==> config.mk <==
export PLATFORM = sky130hd
export DESIGN_NAME = noc_link_top
export DESIGN_NICKNAME = d
export VERILOG_FILES = /design/src/noc_pkg.sv /design/src/packet_packer.sv /design/src/flit_buffer.sv /design/src/packet_unpacker.sv /design/src/noc_link_top.sv
export SDC_FILE = /design/constraint.sdc
export NUM_CORES = 1
export LEC_CHECK = 0
export BUFFER_PORTS_ARGS = -buffer_cell sky130_fd_sc_hd__buf_2
export CAP_MARGIN = 20
export CELL_PAD_IN_SITES_DETAIL_PLACEMENT = 0
export CELL_PAD_IN_SITES_GLOBAL_PLACEMENT = 1
export CORE_MARGIN = 2
export CORE_UTILIZATION = 45
export CTS_CLUSTER_DIAMETER = 120
export CTS_CLUSTER_SIZE = 30
export DETAILED_ROUTE_END_ITERATION = 10
export GPL_TIMING_DRIVEN = 1
export MAX_ROUTING_LAYER = met4
export PLACE_DENSITY_LB_ADDON = 0.3
export REMOVE_ABC_BUFFERS = 1
export SLEW_MARGIN = 20
export SYNTH_ARGS = -nofsm -noshare
export SYNTH_HDL_FRONTEND = slang
export SYNTH_SLANG_ARGS = --single-unit
==> constraint.sdc <==
create_clock -name clk -period 5.1 [get_ports clk]
set_clock_uncertainty 0.05 [all_clocks]
set_input_delay 1.02 -clock clk [delete_from_list [all_inputs] [get_ports clk]]
set_output_delay 1.02 -clock clk [all_outputs]
set_load 0.005 [all_outputs]
==> src/noc_pkg.sv <==
`default_nettype none

package noc_pkg;

  localparam int flit_data_width       = 36;
  localparam int id_width              = 4;
  localparam int tag_width             = 4;
  localparam int vc_width              = 2;
  localparam int request_header_flits  = 2;
  localparam int response_header_flits = 1;
  localparam int fifo_depth            = 4;

  // a request header is the longest, so it sets the size of the header image
  localparam int header_image_width    = request_header_flits * flit_data_width;
  localparam int header_count_width    = $clog2(request_header_flits);
  localparam int fifo_ptr_width        = $clog2(fifo_depth);
  localparam int fifo_count_width      = $clog2(fifo_depth + 1);

  typedef enum logic {
    header_flit,
    payload_flit
  } flit_type_e;

  typedef enum logic [1:0] {
    read_request,
    write_request,
    read_response,
    write_response
  } packet_type_e;

  typedef enum logic [1:0] {
    okay,
    exokay,
    slave_error,
    decode_error
  } status_e;

  typedef struct packed {
    flit_type_e                 flit_type;
    logic                       head;
    logic                       tail;
    logic [flit_data_width-1:0] data;
  } flit_t;

  typedef struct packed {
    packet_type_e         packet_type;
    logic [id_width-1:0]  destination_id;
    logic [id_width-1:0]  source_id;
    logic [vc_width-1:0]  vc;
    logic [tag_width-1:0] tag;
    logic [7:0]           burst_length;
    logic [31:0]          address;
    status_e              status;
  } packet_header_t;

  // field order puts packet_type in the top bits of the first flit
  typedef struct packed {
    packet_type_e         packet_type;
    logic [id_width-1:0]  destination_id;
    logic [id_width-1:0]  source_id;
    logic [vc_width-1:0]  vc;
    logic [tag_width-1:0] tag;
    logic [7:0]           burst_length_minus_one;
    logic [31:0]          address;
  } request_header_t;

  typedef struct packed {
    packet_type_e         packet_type;
    logic [id_width-1:0]  destination_id;
    logic [id_width-1:0]  source_id;
    logic [vc_width-1:0]  vc;
    logic [tag_width-1:0] tag;
    status_e              status;
  } response_header_t;

  typedef struct packed {
    logic [31:0] data;
    logic [3:0]  byte_enable;
    status_e     status;
    logic        last;
    logic        response_last;
  } payload_t;

  typedef struct packed {
    logic [31:0] data;
    logic [3:0]  byte_enable;
  } write_payload_t;

  typedef struct packed {
    logic [31:0] data;
    status_e     status;
    logic        response_last;
  } read_payload_t;

  function automatic logic is_request(input packet_type_e packet_type);
    return (packet_type == read_request) || (packet_type == write_request);
  endfunction

  function automatic logic has_payload(input packet_type_e packet_type);
    return (packet_type == write_request) || (packet_type == read_response);
  endfunction

  function automatic logic [header_count_width-1:0] last_header_index(
    input packet_type_e packet_type
  );
    if (is_request(packet_type)) begin
      return header_count_width'(request_header_flits - 1);
    end
    return header_count_width'(response_header_flits - 1);
  endfunction

endpackage

`default_nettype wire

==> src/packet_packer.sv <==
`timescale 1ns/1ps
`default_nettype none

module packet_packer import noc_pkg::*; (
  input  logic           clk,
  input  logic           rst_n,
  input  logic           header_valid,
  input  packet_header_t header,
  output logic           header_ready,
  input  logic           payload_valid,
  input  payload_t       payload,
  output logic           payload_ready,
  output logic           flit_valid,
  output flit_t          flit,
  input  logic           flit_ready
);

  flit_type_e                    current_flit;
  logic [header_count_width-1:0] header_count;
  logic                          last_header;
  logic                          flit_accepted;
  packet_type_e                  payload_packet_type;
  request_header_t               request_header;
  response_header_t              response_header;
  logic [header_image_width-1:0] header_image;
  flit_t                         header_flit_out;
  flit_t                         payload_flit_out;
  write_payload_t                write_payload;
  read_payload_t                 read_payload;

  assign request_header = '{
    packet_type:            header.packet_type,
    destination_id:         header.destination_id,
    source_id:              header.source_id,
    vc:                     header.vc,
    tag:                    header.tag,
    burst_length_minus_one: header.burst_length - 8'd1,
    address:                header.address
  };

  assign response_header = '{
    packet_type:    header.packet_type,
    destination_id: header.destination_id,
    source_id:      header.source_id,
    vc:             header.vc,
    tag:            header.tag,
    status:         header.status
  };

  // the header sits at the top of the image so flit 0 always carries packet_type
  assign header_image = is_request(header.packet_type) ?
    {request_header, {(header_image_width - $bits(request_header_t)){1'b0}}} :
    {response_header, {(header_image_width - $bits(response_header_t)){1'b0}}};

  assign last_header = (header_count == last_header_index(header.packet_type));

  always_comb begin
    header_flit_out.flit_type = header_flit;
    header_flit_out.head      = (header_count == '0);
    header_flit_out.tail      = last_header && !has_payload(header.packet_type);
    header_flit_out.data      =
      header_image[header_image_width - 1 - header_count * flit_data_width -: flit_data_width];
  end

  assign write_payload = '{data: payload.data, byte_enable: payload.byte_enable};
  assign read_payload  = '{
    data:          payload.data,
    status:        payload.status,
    response_last: payload.response_last
  };

  always_comb begin
    payload_flit_out.flit_type = payload_flit;
    payload_flit_out.head      = 1'b0;
    payload_flit_out.tail      = payload.last;
    if (payload_packet_type == write_request) begin
      payload_flit_out.data = write_payload;
    end else begin
      payload_flit_out.data =
        {{(flit_data_width - $bits(read_payload_t)){1'b0}}, read_payload};
    end
  end

  always_comb begin
    if (current_flit == header_flit) begin
      flit_valid = header_valid;
      flit       = header_flit_out;
    end else begin
      flit_valid = payload_valid;
      flit       = payload_flit_out;
    end
  end

  assign flit_accepted = flit_valid && flit_ready;
  // the header is consumed only together with its last flit
  assign header_ready  = (current_flit == header_flit) && flit_ready && last_header;
  assign payload_ready = (current_flit == payload_flit) && flit_ready;

  always_ff @(posedge clk or negedge rst_n) begin
    if (!rst_n) begin
      current_flit        <= header_flit;
      header_count        <= '0;
      payload_packet_type <= read_request;
    end else if (flit_accepted) begin
      if (current_flit == header_flit) begin
        if (last_header) begin
          header_count        <= '0;
          payload_packet_type <= header.packet_type;
          if (has_payload(header.packet_type)) begin
            current_flit <= payload_flit;
          end
        end else begin
          header_count <= header_count + 1'b1;
        end
      end else if (payload.last) begin
        current_flit <= header_flit;
      end
    end
  end

endmodule

`default_nettype wire

==> src/flit_buffer.sv <==
`timescale 1ns/1ps
`default_nettype none

module flit_buffer import noc_pkg::*; (
  input  logic  clk,
  input  logic  rst_n,
  input  logic  in_valid,
  input  flit_t in_flit,
  output logic  in_ready,
  output logic  out_valid,
  output flit_t out_flit,
  input  logic  out_ready
);

  flit_t                       mem [fifo_depth];
  logic [fifo_ptr_width-1:0]   write_ptr;
  logic [fifo_ptr_width-1:0]   read_ptr;
  logic [fifo_count_width-1:0] count;
  logic                        full;
  logic                        push;
  logic                        pop;

  function automatic logic [fifo_ptr_width-1:0] next_ptr(input logic [fifo_ptr_width-1:0] ptr);
    if (ptr == fifo_ptr_width'(fifo_depth - 1)) begin
      return '0;
    end
    return ptr + 1'b1;
  endfunction

  assign full      = (count == fifo_count_width'(fifo_depth));
  assign out_valid = (count != '0);
  assign out_flit  = mem[read_ptr];
  // a full buffer still takes a flit when the head leaves in the same cycle
  assign in_ready  = !full || out_ready;
  assign push      = in_valid && in_ready;
  assign pop       = out_valid && out_ready;

  always_ff @(posedge clk) begin
    if (push) begin
      mem[write_ptr] <= in_flit;
    end
  end

  always_ff @(posedge clk or negedge rst_n) begin
    if (!rst_n) begin
      write_ptr <= '0;
      read_ptr  <= '0;
      count     <= '0;
    end else begin
      if (push) begin
        write_ptr <= next_ptr(write_ptr);
      end
      if (pop) begin
        read_ptr <= next_ptr(read_ptr);
      end
      case ({push, pop})
        2'b10:   count <= count + 1'b1;
        2'b01:   count <= count - 1'b1;
        default: count <= count;
      endcase
    end
  end

endmodule

`default_nettype wire

==> src/packet_unpacker.sv <==
`timescale 1ns/1ps
`default_nettype none

module packet_unpacker import noc_pkg::*; (
  input  logic           clk,
  input  logic           rst_n,
  input  logic           flit_valid,
  input  flit_t          flit,
  output logic           flit_ready,
  output logic           header_valid,
  output packet_header_t header,
  input  logic           header_ready,
  output logic           payload_valid,
  output payload_t       payload,
  input  logic           payload_ready
);

  typedef enum logic [1:0] {
    collect_header,
    hold_header,
    stream_payload
  } unpacker_state_e;

  unpacker_state_e               state;
  logic [header_count_width-1:0] header_count;
  logic [header_image_width-1:0] header_image;
  packet_type_e                  packet_type_q;
  packet_type_e                  incoming_type;
  logic                          last_header;
  logic                          flit_accepted;
  request_header_t               request_header;
  response_header_t              response_header;
  write_payload_t                write_payload;
  read_payload_t                 read_payload;

  // the first header flit names the packet type before it is stored
  assign incoming_type = (header_count == '0) ?
    packet_type_e'(flit.data[flit_data_width-1 -: $bits(packet_type_e)]) : packet_type_q;
  assign last_header   = (header_count == last_header_index(incoming_type));

  always_comb begin
    case (state)
      collect_header: flit_ready = 1'b1;
      stream_payload: flit_ready = payload_ready;
      default:        flit_ready = 1'b0;
    endcase
  end

  assign flit_accepted = flit_valid && flit_ready;
  assign header_valid  = (state == hold_header);
  assign payload_valid = (state == stream_payload) && flit_valid;

  always_ff @(posedge clk or negedge rst_n) begin
    if (!rst_n) begin
      state         <= collect_header;
      header_count  <= '0;
      packet_type_q <= read_request;
    end else begin
      case (state)
        collect_header: begin
          if (flit_accepted) begin
            packet_type_q <= incoming_type;
            if (last_header) begin
              header_count <= '0;
              state        <= hold_header;
            end else begin
              header_count <= header_count + 1'b1;
            end
          end
        end
        hold_header: begin
          if (header_ready) begin
            if (has_payload(packet_type_q)) begin
              state <= stream_payload;
            end else begin
              state <= collect_header;
            end
          end
        end
        stream_payload: begin
          if (flit_accepted && flit.tail) begin
            state <= collect_header;
          end
        end
        default: state <= collect_header;
      endcase
    end
  end

  always_ff @(posedge clk) begin
    if ((state == collect_header) && flit_accepted) begin
      header_image[header_image_width - 1 - header_count * flit_data_width -: flit_data_width]
        <= flit.data;
    end
  end

  assign request_header  = header_image[header_image_width-1 -: $bits(request_header_t)];
  assign response_header = header_image[header_image_width-1 -: $bits(response_header_t)];

  always_comb begin
    header             = '0;
    header.packet_type = packet_type_q;
    if (is_request(packet_type_q)) begin
      header.destination_id = request_header.destination_id;
      header.source_id      = request_header.source_id;
      header.vc             = request_header.vc;
      header.tag            = request_header.tag;
      header.burst_length   = request_header.burst_length_minus_one + 8'd1;
      header.address        = request_header.address;
      header.status         = okay;
    end else begin
      header.destination_id = response_header.destination_id;
      header.source_id      = response_header.source_id;
      header.vc             = response_header.vc;
      header.tag            = response_header.tag;
      header.status         = response_header.status;
    end
  end

  assign write_payload = flit.data;
  assign read_payload  = flit.data[$bits(read_payload_t)-1:0];

  // payload layout follows the packet type seen in the header
  always_comb begin
    payload      = '0;
    payload.last = flit.tail;
    if (packet_type_q == write_request) begin
      payload.data        = write_payload.data;
      payload.byte_enable = write_payload.byte_enable;
    end else begin
      payload.data          = read_payload.data;
      payload.status        = read_payload.status;
      payload.response_last = read_payload.response_last;
    end
  end

endmodule

`default_nettype wire

==> src/noc_link_top.sv <==
`timescale 1ns/1ps
`default_nettype none

module noc_link_top import noc_pkg::*; (
  input  logic           clk,
  input  logic           rst_n,
  input  logic           source_header_valid,
  input  packet_header_t source_header,
  output logic           source_header_ready,
  input  logic           source_payload_valid,
  input  payload_t       source_payload,
  output logic           source_payload_ready,
  output logic           sink_header_valid,
  output packet_header_t sink_header,
  input  logic           sink_header_ready,
  output logic           sink_payload_valid,
  output payload_t       sink_payload,
  input  logic           sink_payload_ready
);

  logic  packer_flit_valid;
  flit_t packer_flit;
  logic  packer_flit_ready;
  logic  link_flit_valid;
  flit_t link_flit;
  logic  link_flit_ready;

  packet_packer u_packet_packer (
    .clk           (clk),
    .rst_n         (rst_n),
    .header_valid  (source_header_valid),
    .header        (source_header),
    .header_ready  (source_header_ready),
    .payload_valid (source_payload_valid),
    .payload       (source_payload),
    .payload_ready (source_payload_ready),
    .flit_valid    (packer_flit_valid),
    .flit          (packer_flit),
    .flit_ready    (packer_flit_ready)
  );

  // the buffer stands in for the physical link between the two nodes
  flit_buffer u_flit_buffer (
    .clk       (clk),
    .rst_n     (rst_n),
    .in_valid  (packer_flit_valid),
    .in_flit   (packer_flit),
    .in_ready  (packer_flit_ready),
    .out_valid (link_flit_valid),
    .out_flit  (link_flit),
    .out_ready (link_flit_ready)
  );

  packet_unpacker u_packet_unpacker (
    .clk           (clk),
    .rst_n         (rst_n),
    .flit_valid    (link_flit_valid),
    .flit          (link_flit),
    .flit_ready    (link_flit_ready),
    .header_valid  (sink_header_valid),
    .header        (sink_header),
    .header_ready  (sink_header_ready),
    .payload_valid (sink_payload_valid),
    .payload       (sink_payload),
    .payload_ready (sink_payload_ready)
  );

endmodule

`default_nettype wire

==> results.toml, run 1 <==
[clock_tree]
max-clock-path-buffers = 3
cts.repair.resized = 0
tritoncts = "yes"
tritoncts_num_sinks = 218
insertion_delay_ns = 0.48
hold_buffers = 0
htreeDepth = 1
cts.clk_slew.worst_paths_ns = 0.11
cts_buffers = 11
cts.repair_timing.setup_buffer_count = 0
cts_root_buffer = "sky130_fd_sc_hd__clkbuf_16"

[power]
overall_power_of_the_completed_layout_uw = 7756
power.density_cell_area_mw_per_mm2 = 656.6
power.ir.vdd_worst_v = 0.0003410
leakagePower_uw = 0.004564

[drt]
dr.first_iter.drc_count = 336
detail_route.drc_violations = 0
post_drt_wl_per_cell_um = 19.24
drtPass1Iterations = 5
final_antenna_violating_net_count = 0
drt-vias-per-instance = 5.225
drt-total-wl_um = 22730
vias = 6171

[global_route]
grt_max_degree = 43
globalRouteTotalUtil = 0.1949
antenna_found_initial = 2
grt_remaining_overflow = 0
grt_pass1_wl_um = 34840
via_count_of_the_first_global_routing_pass = 6138

[worst_setup_path]
worst-setup-path-type = "flop to output pin"
rr_worst_depth = 3
setup.reg_to_reg.worst_slack_ns = 2.27
critical_path.max_fanout = 28
cp_arrival_ns = 2.83
critical_path_required_ns = 4.03
timing.critical_path.from_type = "flop"
critPathCaptureType = "output pin"

[run_status]
outcome = "completed"

[flow_run]
timing.max_cap.violations = 0

[timing]
slew-limit-headroom = 0.3070
tightest_slew_ns = 1.040
period_needed_ns = 3.895
hold_violation_count_in_the_final_report = 0
setup-tns-final_ns = 0
grt_setup_unrepaired = "false"
fin_crit_sh = 0.7638
report.final.setup_viol = 0
maxClockFrequency_mhz = 256.7
timing_max_transition_violations_final = 0

[die]
top_level_ports = 206
floorplan.die.height_um = 155.2
floorplan.die_area_mm2 = 0.02407
die_width_um = 155.2
initial_core_util = 0.4569
core-area_mm2 = 0.02250
rows = 55

[worst_hold_path]
hold_class = "input pin to asynchronous set/reset pin"

[synth]
postSynthCellCount = 724
synth-compound-area-share = 0.04758
yosysWarnings = 0
synth_top_family_by_area = "simple AND/OR/NAND/NOR gates"
netlist_top_cells_area = "sky130_fd_sc_hd__edfxtp_1 59%, sky130_fd_sc_hd__mux4_2 8.1%, sky130_fd_sc_hd__mux2_2 4.6%, sky130_fd_sc_hd__dfrtp_1 3.9%, sky130_fd_sc_hd__and2_1 3.8%"
asyncSetResetFlopFracSynth = 0.07339
synth_fa_ha_area_frac = 0.01898
share_of_synthesized_area_spent_on_multiplexers = 0.1280
ys.flop_type = "sky130_fd_sc_hd__edfxtp_1"
synth-simple-area-share = 0.1285
synth_sequential_area_ratio = 0.6289
post_synth_xor_area_fraction = 0.01278
netlist-cell-type-count = 41
syn_area_per_cell_um2 = 14.20
synth_top_area_share = 0.5899
synth-edff-count = 202
netlist.top_cell.by_area = "sky130_fd_sc_hd__edfxtp_1"
synth_seq_cells = 218
synth_cell_area_mm2 = 0.01028

[layout]
layout_fillers = 1940
final_standard_cell_area_without_fillers_mm2 = 0.01181
final_nets = 1012
fraction_of_final_layout_cells_with_drive_strength_greater_than_1 = 0.3613
area_growth_syn_to_layout_pct = 14.87

[place]
io_buffer_count = 205
estimated_wirelength_of_the_detail_placed_design_um = 15770
detailed_place.area_mm2 = 0.01147
gp_congestion = 0.8171
==> registers in the layout, summed over array words and instances, names as in the netlist, named ones only <==
register and flops:
u_packet_packer.header_count 1, u_packet_packer.current_flit 1, u_flit_buffer.write_ptr 2, u_packet_packer.payload_packet_type 2, u_flit_buffer.count 3, u_flit_buffer.mem 148, u_flit_buffer.read_ptr 2, u_packet_unpacker.header_image 54
u_packet_unpacker.packet_type_q 1, u_packet_unpacker.header_count 1, u_packet_unpacker.state 2
==> critical path: stages (launching register included) <==
cell	delay (ns)
sky130_fd_sc_hd__dfrtp_2	0.99
sky130_fd_sc_hd__buf_4	0.34
sky130_fd_sc_hd__mux4_2	0.58
sky130_fd_sc_hd__mux2_2	0.29
sky130_fd_sc_hd__buf_2	0.13
==> cell families after synthesis <==
logic type | count (synthesis)
multiplexers | 80
flip-flops | 218
AND/OR/NAND/NOR | 251
AO/OA/AOI/OAI | 70
buffers and inverters | 75
adder cells (fa/ha/maj) | 15
XOR/XNOR | 15
==> report_power, final <==
part / switching [uW] / internal [uW]
clock: 532 / 409
sequential: 380 / 2950
combinational: 1860 / 1620
==> per-layer routing <==
metal	vias up	share of wire	GRT usage
met5	-	0	-
met4	0	0.024	0.05026
met1	2977	0.43	0.2508
met2	164	0.50	0.3323
li1	2996	-	-
met3	34	0.041	0.02256
==> worst paths after layout <==
path                                       startpoint                            to
hold / removal                                  rst_n  u_packet_packer.header_count
setup reg to reg           u_packet_unpacker.state[1]      u_flit_buffer.mem[0][11]
min in group clk               u_flit_buffer.count[0]        u_flit_buffer.count[0]
setup / recovery            u_flit_buffer.read_ptr[0]              sink_payload[27]
hold reg to reg                u_flit_buffer.count[0]        u_flit_buffer.count[0]
max in group asynchronous                       rst_n  u_packet_packer.current_flit
==> layout by cell type (no fill, tap or decap), types with 8 or more instances in the layout <==
| cell | instances |
|---|---|
| sky130_fd_sc_hd__mux4_2 | 37 |
| sky130_fd_sc_hd__nand2_1 | 81 |
| sky130_fd_sc_hd__buf_2 | 205 |
| sky130_fd_sc_hd__edfxtp_1 | 202 |
| sky130_fd_sc_hd__nor2_1 | 14 |
| sky130_fd_sc_hd__a31oi_1 | 17 |
| sky130_fd_sc_hd__o21ai_0 | 12 |
| sky130_fd_sc_hd__clkbuf_16 | 11 |
| sky130_fd_sc_hd__ha_1 | 13 |
| sky130_fd_sc_hd__and2_1 | 62 |
| sky130_fd_sc_hd__nand3_1 | 10 |
| sky130_fd_sc_hd__a22o_1 | 12 |
| sky130_fd_sc_hd__and3_1 | 21 |
| sky130_fd_sc_hd__nor2b_1 | 41 |
| sky130_fd_sc_hd__dfrtp_1 | 13 |
| sky130_fd_sc_hd__mux2_2 | 42 |
| sky130_fd_sc_hd__inv_1 | 14 |
| sky130_fd_sc_hd__a211oi_1 | 15 |
| sky130_fd_sc_hd__buf_4 | 9 |
| sky130_fd_sc_hd__xnor2_1 | 8 |
==> through the flow <==
| stage | setup slack [ns] | std cells | hold WS, ns | util |
|---|---|---|---|---|
| floorplan | 0.4311 | 665 | 0.4134 | - |
| global placement | 1.431 | 1164 | 0.4437 | 0.5099 |
| detailed placement | 1.384 | 1164 | 0.4474 | 0.5099 |
| CTS | 1.124 | 1178 | 0.3994 | 0.5238 |
| global route | 1.038 | 1180 | 0.4107 | 0.5248 |
| finish | 1.205 | 1181 | 0.3899 | 0.5249 |
==> layout make-up <==
| class | instances | area (um2) | area share |
|---|---|---|---|
| Timing Repair Buffer | 215 | 1114 | 0.09428 |
| Multi-Input combinational cell | 431 | 3493 | 0.2958 |
| Clock inverter | 1 | 30.03 | 0.002542 |
| Inverter | 16 | 60.06 | 0.005085 |
| Clock buffer | 13 | 282.8 | 0.02394 |
| Sequential cell | 218 | 6470 | 0.5478 |
| Tap cell | 285 | 356.6 | 0.03019 |
| Antenna cell | 2 | 5.005 | 0.0004237 |
==> Yosys cell counts (11+ instances only) <==
cell type / n
sky130_fd_sc_hd__buf_4: 14
sky130_fd_sc_hd__a22o_1: 12
sky130_fd_sc_hd__nor2_1: 15
sky130_fd_sc_hd__mux2_2: 42
sky130_fd_sc_hd__o21ai_0: 12
sky130_fd_sc_hd__clkbuf_1: 28
sky130_fd_sc_hd__a31oi_1: 17
sky130_fd_sc_hd__ha_1: 14
sky130_fd_sc_hd__and2_1: 62
sky130_fd_sc_hd__edfxtp_1: 202
sky130_fd_sc_hd__buf_2: 11
sky130_fd_sc_hd__inv_1: 15
sky130_fd_sc_hd__mux4_2: 37
sky130_fd_sc_hd__and3_1: 25
sky130_fd_sc_hd__nor2b_1: 42
sky130_fd_sc_hd__dfrtp_1: 16
sky130_fd_sc_hd__nand2_1: 81
sky130_fd_sc_hd__a211oi_1: 15
No activity file was read; power rests on OpenSTA's default activity.
==> run 2, diff against run 1 <==
==> constraint.sdc (replaced) <==
create_clock -name clk -period 4 [get_ports clk]
set_clock_uncertainty 0.05 [all_clocks]
set_input_delay 0.8 -clock clk [delete_from_list [all_inputs] [get_ports clk]]
set_output_delay 0.8 -clock clk [all_outputs]
set_load 0.005 [all_outputs]
==> run 2 against run 1 <==
  * Non-clock buffer count is 9 higher
  * Worst hold slack worse by 0.20 ns
  * First-iteration DRC count is 23% higher
  * Via count is 2.4% higher
  * Core utilization is 0.59 points higher
  * Power is 30% higher
  * Sequential power is 25% higher
  * Largest power group unchanged
  * Global-route usage is 0.47 points higher
  * Largest cell class unchanged
  * Register-to-register slack worse by 0.96 ns
  * Die area stayed put
==> results.toml, run 2 (same netlist as run 1, synthesis figures left out) <==
[drt]
drt-total-wl_um = 23250
dr.first_iter.drc_count = 414
drtPass1Iterations = 4
vias = 6322
final_antenna_violating_net_count = 0
drt-vias-per-instance = 5.304
post_drt_wl_per_cell_um = 19.50
detail_route.drc_violations = 0

[power]
power.ir.vdd_worst_v = 0.0004546
leakagePower_uw = 0.004631
power.density_cell_area_mw_per_mm2 = 841.8

[worst_setup_path]
critical_path.max_fanout = 21
worst-setup-path-type = "flop to output pin"
cp_arrival_ns = 2.50
critical_path_required_ns = 3.15
critPathCaptureType = "output pin"
timing.critical_path.from_type = "flop"
rr_worst_depth = 10

[clock_tree]
insertion_delay_ns = 0.46
tritoncts_num_sinks = 218
cts_buffers = 11
max-clock-path-buffers = 3
tritoncts = "yes"
htreeDepth = 1
cts.clk_slew.worst_paths_ns = 0.11
cts.repair.resized = 0
cts.repair_timing.setup_buffer_count = 0
cts_root_buffer = "sky130_fd_sc_hd__clkbuf_16"
hold_buffers = 0

[timing]
layout_setup_ws_ns = 0.6468
grt_setup_unrepaired = "false"
period_needed_ns = 3.353
report.final.setup_viol = 0
maxClockFrequency_mhz = 298.2
slew-limit-headroom = 0.3382
tightest_slew_ns = 0.9906
timing_max_transition_violations_final = 0
fin_crit_sh = 0.8383
setup-tns-final_ns = 0
hold_violation_count_in_the_final_report = 0

[layout]
final_nets = 1021
largest_register_ffs = 148
largest-register = "u_flit_buffer.mem"
final_cell_mix = "205 x sky130_fd_sc_hd__buf_2, 202 x sky130_fd_sc_hd__edfxtp_1, 81 x sky130_fd_sc_hd__nand2_1"
most_common_cell_after_layout_fill_and_taps_aside = "sky130_fd_sc_hd__buf_2"
area_growth_syn_to_layout_pct = 16.17
reg.largest.list = "u_flit_buffer.mem (148), u_packet_unpacker.header_image (54), u_flit_buffer.count (3)"
fraction_of_final_layout_cells_with_drive_strength_greater_than_1 = 0.3653
layout_fillers = 1898
post_layout_nonfiller_instances = 1192
finish.utilization = 0.5308

[place]
placed_cells_incl_taps = 1173
pre_cts_ws_ns = 0.9196
gp_congestion = 0.7512
io_buffer_count = 205
estimated_wirelength_of_the_detail_placed_design_um = 16150

[die]
initial_core_util = 0.4569
die_width_um = 155.2
core-area_mm2 = 0.02250
top_level_ports = 206
floorplan.die_area_mm2 = 0.02407
rows = 55
floorplan.die.height_um = 155.2

[run_status]
outcome = "completed"

[global_route]
antenna_found_initial = 2
globalRouteTotalUtil = 0.1995
grt_max_degree = 43
via_count_of_the_first_global_routing_pass = 6203
grt_pass1_wl_um = 35510
grt_remaining_overflow = 0

[worst_hold_path]
hold_class = "input pin to asynchronous set/reset pin"

[flow_run]
timing.max_cap.violations = 0
[run 2: cell count changes in the layout (fill, tap and decap cells not counted)]
cell	change
sky130_fd_sc_hd__buf_12	+3
sky130_fd_sc_hd__buf_16	+1
sky130_fd_sc_hd__buf_4	+5
sky130_fd_sc_hd__clkbuf_1	+3
sky130_fd_sc_hd__diode_2	-1
sky130_fd_sc_hd__inv_1	+1
sky130_fd_sc_hd__inv_2	-1
[run 2: power by group]
| group | switching [uW] | total, uW | internal (uW) |
|---|---|---|---|
| Sequential | 398 | 4150 | 3760 |
| Clock | 687 | 1220 | 534 |
| Combinational | 2530 | 4680 | 2150 |
| Total | 3620 | 10100 | 6440 |
[run 2: worst max-delay path, cell delays in order, from the launching register on]
cell	delay, ns
sky130_fd_sc_hd__dfrtp_1	0.41
sky130_fd_sc_hd__inv_1	0.11
sky130_fd_sc_hd__ha_2	0.58
sky130_fd_sc_hd__buf_4	0.40
sky130_fd_sc_hd__mux2_2	0.40
sky130_fd_sc_hd__buf_2	0.14
[run 2: metal layers]
metal / wire length (um) / vias to the layer above / track usage
li1: - / 3022 / -
met3: 1154 / 24 / 0.02841
met1: 9956 / 3111 / 0.2569
met5: 0 / - / -
met4: 435 / 0 / 0.04277
met2: 11700 / 165 / 0.3405
[run 2: final timing paths]
| path | from | to | slack, ns |
|---|---|---|---|
| max | u_packet_unpacker.packet_type_q[1] | sink_payload[38] | 0.65 |
| min | rst_n | u_flit_buffer.count[0] | 0.19 |
| max reg2reg | u_packet_unpacker.state[1] | u_flit_buffer.count[2] | 1.31 |
| min reg2reg | u_flit_buffer.count[0] | u_flit_buffer.count[0] | 0.47 |
| max in group asynchronous | rst_n | u_flit_buffer.read_ptr[0] | 3.38 |
| min in group clk | u_flit_buffer.count[0] | u_flit_buffer.count[0] | 0.47 |
[run 2: per-stage QoR]
step	instance area (um2)	total power [uW]	hold slack (ns)
finish	11950	10060	0.1907
global route	11950	10780	0.1956
CTS	11920	10150	0.1883
detailed placement	11590	8930	0.4448
global placement	11590	8858	0.4378
floorplan	9980	6952	0.4134
[run 2: final cells by class]
type / instances / area [um2] / area share
inverters: 16 / 60.06 / 0.005028
diodes: 1 / 2.502 / 0.0002095
clock inverters: 1 / 30.03 / 0.002514
multi-input cells: 431 / 3493 / 0.2924
clock buffers: 16 / 294.0 / 0.02462
flip-flops and latches: 218 / 6470 / 0.5416
repair buffers: 224 / 1239 / 0.1037
well taps: 285 / 356.6 / 0.02985
==> run 3, diff against run 2 <==
--- a/config.mk
+++ b/config.mk
@@ -5,12 +5,13 @@
 export SDC_FILE = /design/constraint.sdc
 export NUM_CORES = 1
 export LEC_CHECK = 0
+export ABC_AREA = 1
 export BUFFER_PORTS_ARGS = -buffer_cell sky130_fd_sc_hd__buf_2
 export CAP_MARGIN = 20
 export CELL_PAD_IN_SITES_DETAIL_PLACEMENT = 0
 export CELL_PAD_IN_SITES_GLOBAL_PLACEMENT = 1
 export CORE_MARGIN = 2
-export CORE_UTILIZATION = 45
+export CORE_UTILIZATION = 42
 export CTS_CLUSTER_DIAMETER = 120
 export CTS_CLUSTER_SIZE = 30
 export DETAILED_ROUTE_END_ITERATION = 10
==> constraint.sdc (replaced) <==
create_clock -name clk -period 3.4 [get_ports clk]
set_clock_uncertainty 0.05 [all_clocks]
set_input_delay 0.68 -clock clk [delete_from_list [all_inputs] [get_ports clk]]
set_output_delay 0.68 -clock clk [all_outputs]
set_load 0.005 [all_outputs]
==> run 3 against run 2 <==
  * Final cell count is 34% higher
  * Synthesized cell count is 53% higher
  * Register-to-register slack worse by 0.40 ns
  * Sequential share of layout area is 0.75 points lower
  * Cell area is 1.4% higher
  * Core utilization is 3.6 points lower
  * Setup slack worse by 0.28 ns
  * Worst hold slack worse by 0.12 ns
  * Non-clock buffer count is 5 higher
  * Global-route usage is 0.44 points higher
  * First-iteration DRC count is 64% higher
  * Sequential power is 13% higher
==> results.toml, run 3 <==
[clock_tree]
htreeDepth = 1
cts.clk_slew.worst_paths_ns = 0.11
hold_buffers = 0
tritoncts = "yes"
cts_buffers = 11
cts_root_buffer = "sky130_fd_sc_hd__clkbuf_16"
cts.repair_timing.setup_buffer_count = 0
cts.repair.resized = 0
max-clock-path-buffers = 3
insertion_delay_ns = 0.47
tritoncts_num_sinks = 218

[global_route]
grt_remaining_overflow = 0
globalRouteTotalUtil = 0.2039
via_count_of_the_first_global_routing_pass = 7316
grt_max_degree = 55
antenna_found_initial = 0
grt_pass1_wl_um = 40160

[worst_setup_path]
setup.reg_to_reg.worst_slack_ns = 0.91
worst-setup-path-type = "flop to output pin"
cp_arrival_ns = 2.30
timing.critical_path.from_type = "flop"
critical_path.max_fanout = 19
critical_path_required_ns = 2.67
critPathCaptureType = "output pin"

[power]
power.ir.vdd_worst_v = 0.0005410
power_switching_share = 0.4269
power_frac_comb = 0.497
power_frac_seq = 0.386
overall_power_of_the_completed_layout_uw = 12150
power.density_cell_area_mw_per_mm2 = 1004
internal_power_uw = 6965
clock_power_share = 0.116
leakagePower_uw = 0.005230
p_sw_uw = 5188

[synth]
synth-compound-area-share = 0.06866
netlist.top_cell.by_area = "sky130_fd_sc_hd__edfxtp_1"
share_of_synthesized_area_spent_on_multiplexers = 0
postSynthCellCount = 1106
synth_top_area_share = 0.5769
netlist-cell-type-count = 28
netlist_top_cells_area = "sky130_fd_sc_hd__edfxtp_1 58%, sky130_fd_sc_hd__nand2_1 8.8%, sky130_fd_sc_hd__nand3_1 7.2%, sky130_fd_sc_hd__nor2_1 5.5%, sky130_fd_sc_hd__o21ai_0 4.4%"
ys.flop_type = "sky130_fd_sc_hd__edfxtp_1"
synth-simple-area-share = 0.2195
synth_cell_area_mm2 = 0.01052
synth_top_family_by_area = "simple AND/OR/NAND/NOR gates"
synth_seq_cells = 218
synth-edff-count = 202
post_synth_xor_area_fraction = 0.004165
synth_sequential_area_ratio = 0.6149
yosysWarnings = 0
asyncSetResetFlopFracSynth = 0.07339
synth_most_common_cell = "sky130_fd_sc_hd__nand2_1"
syn_area_per_cell_um2 = 9.507
synth_fa_ha_area_frac = 0.01856
synth.top_cells.by_count = "247 x sky130_fd_sc_hd__nand2_1, 202 x sky130_fd_sc_hd__edfxtp_1, 154 x sky130_fd_sc_hd__nor2_1"

[timing]
setup-tns-final_ns = 0
hold_violation_count_in_the_final_report = 0
slew-limit-headroom = 0.4105
fin_crit_sh = 0.8917
period_needed_ns = 3.032
maxClockFrequency_mhz = 329.9
grt_setup_unrepaired = "false"
timing_max_transition_violations_final = 0
tightest_slew_ns = 0.8833
report.final.setup_viol = 0

[layout]
final_cell_mix = "247 x sky130_fd_sc_hd__nand2_1, 205 x sky130_fd_sc_hd__buf_2, 202 x sky130_fd_sc_hd__edfxtp_1"
area_growth_syn_to_layout_pct = 15.15
largest_register_ffs = 148
finish.utilization = 0.4950
reg.largest.list = "u_flit_buffer.mem (148), u_packet_unpacker.header_image (54), u_flit_buffer.count (3)"
post_layout_nonfiller_instances = 1599
final_standard_cell_area_without_fillers_mm2 = 0.01211
antenna_cells_inserted = 0
most_common_cell_after_layout_fill_and_taps_aside = "sky130_fd_sc_hd__nand2_1"
largest-register = "u_flit_buffer.mem"
fraction_of_final_layout_cells_with_drive_strength_greater_than_1 = 0.1992
final_nets = 1393

[drt]
drt-vias-per-instance = 5.110
detail_route.drc_violations = 0
drtPass1Iterations = 5
final_antenna_violating_net_count = 0
drt-total-wl_um = 26730
dr.first_iter.drc_count = 680
vias = 8171
post_drt_wl_per_cell_um = 16.72

[worst_hold_path]
hold_class = "input pin to asynchronous set/reset pin"

[place]
estimated_wirelength_of_the_detail_placed_design_um = 17580
detailed_place.area_mm2 = 0.01180
gp_congestion = 0.8481
io_buffer_count = 205
placed_cells_incl_taps = 1585

[die]
floorplan.die_area_mm2 = 0.02632
die_width_um = 162.2
core-area_mm2 = 0.02446
initial_core_util = 0.4299
rows = 57
top_level_ports = 206
floorplan.die.height_um = 162.2

[flow_run]
timing.max_cap.violations = 0

[run_status]
outcome = "completed"
run 3: power groups by stage:
stage,Sequential [uW],Combinational (uW),Clock (uW)
detailed placement,4770,6110,0
floorplan,4940,3220,0
finish,4700,6040,1410
global placement,4750,6070,0
CTS,4700,6130,1440
global route,4790,6810,1510
run 3: worst max-delay path, cell delays in order, from the launching register on:
cell                      delay (ns)
sky130_fd_sc_hd__dfrtp_1        0.39
sky130_fd_sc_hd__inv_1          0.08
sky130_fd_sc_hd__ha_2           0.20
sky130_fd_sc_hd__inv_1          0.52
sky130_fd_sc_hd__buf_4          0.30
sky130_fd_sc_hd__nand2_1        0.07
sky130_fd_sc_hd__o21ai_0        0.10
sky130_fd_sc_hd__buf_2          0.16
run 3: metrics by stage:
step                      setup WS (ns)  hold WS, ns
after floorplan                 -0.1452       0.3344
after global placement           0.7297       0.4273
after detailed placement         0.6959       0.4262
after CTS                        0.3100      0.05809
after global routing             0.2015      0.08617
final                            0.3684      0.06823
run 3: cells by family (layout without fill, tap and decap cells):
group | Yosys count | count (layout)
AOI/OAI and AO/OA | 135 | 135
and+or+nand+nor | 560 | 560
xor gates and xnor gates | 5 | 5
adders and majority gates | 15 | 15
DFF | 218 | 218
buffers and inverters | 173 | 342
run 3: area by class of cell:
type / count / area (um2)
Clock buffer: 13 / 282.8
Timing Repair Buffer: 229 / 1231
Clock inverter: 1 / 30.03
Fill cell: 2283 / 12350
Sequential cell: 218 / 6467
Multi-Input combinational cell: 715 / 3319
Tap cell: 324 / 405.4
Inverter: 99 / 371.6
run 3: routing by layer:
metal / wire length (um) / vias up / track usage
met5: 0 / - / -
met4: 372 / 0 / 0.03580
met2: 12620 / 270 / 0.3267
met3: 1439 / 20 / 0.01941
met1: 12300 / 3867 / 0.2893
li1: - / 4014 / -
run 3: path summary, 6_finish.rpt:
check                                                         endpoint                                   start  cells after the start
worst max-delay path                                  sink_payload[23]      u_packet_unpacker.packet_type_q[1]                      7
worst min-delay path                            u_flit_buffer.count[2]                                   rst_n                      1
worst max register to register                  u_flit_buffer.count[2]            u_packet_packer.current_flit                     10
worst min register to register  u_packet_packer.payload_packet_type[0]  u_packet_packer.payload_packet_type[0]                      2
max in group asynchronous                    u_flit_buffer.read_ptr[0]                                   rst_n                      1
min in group clk                            u_packet_unpacker.state[0]                       sink_header_ready                      2
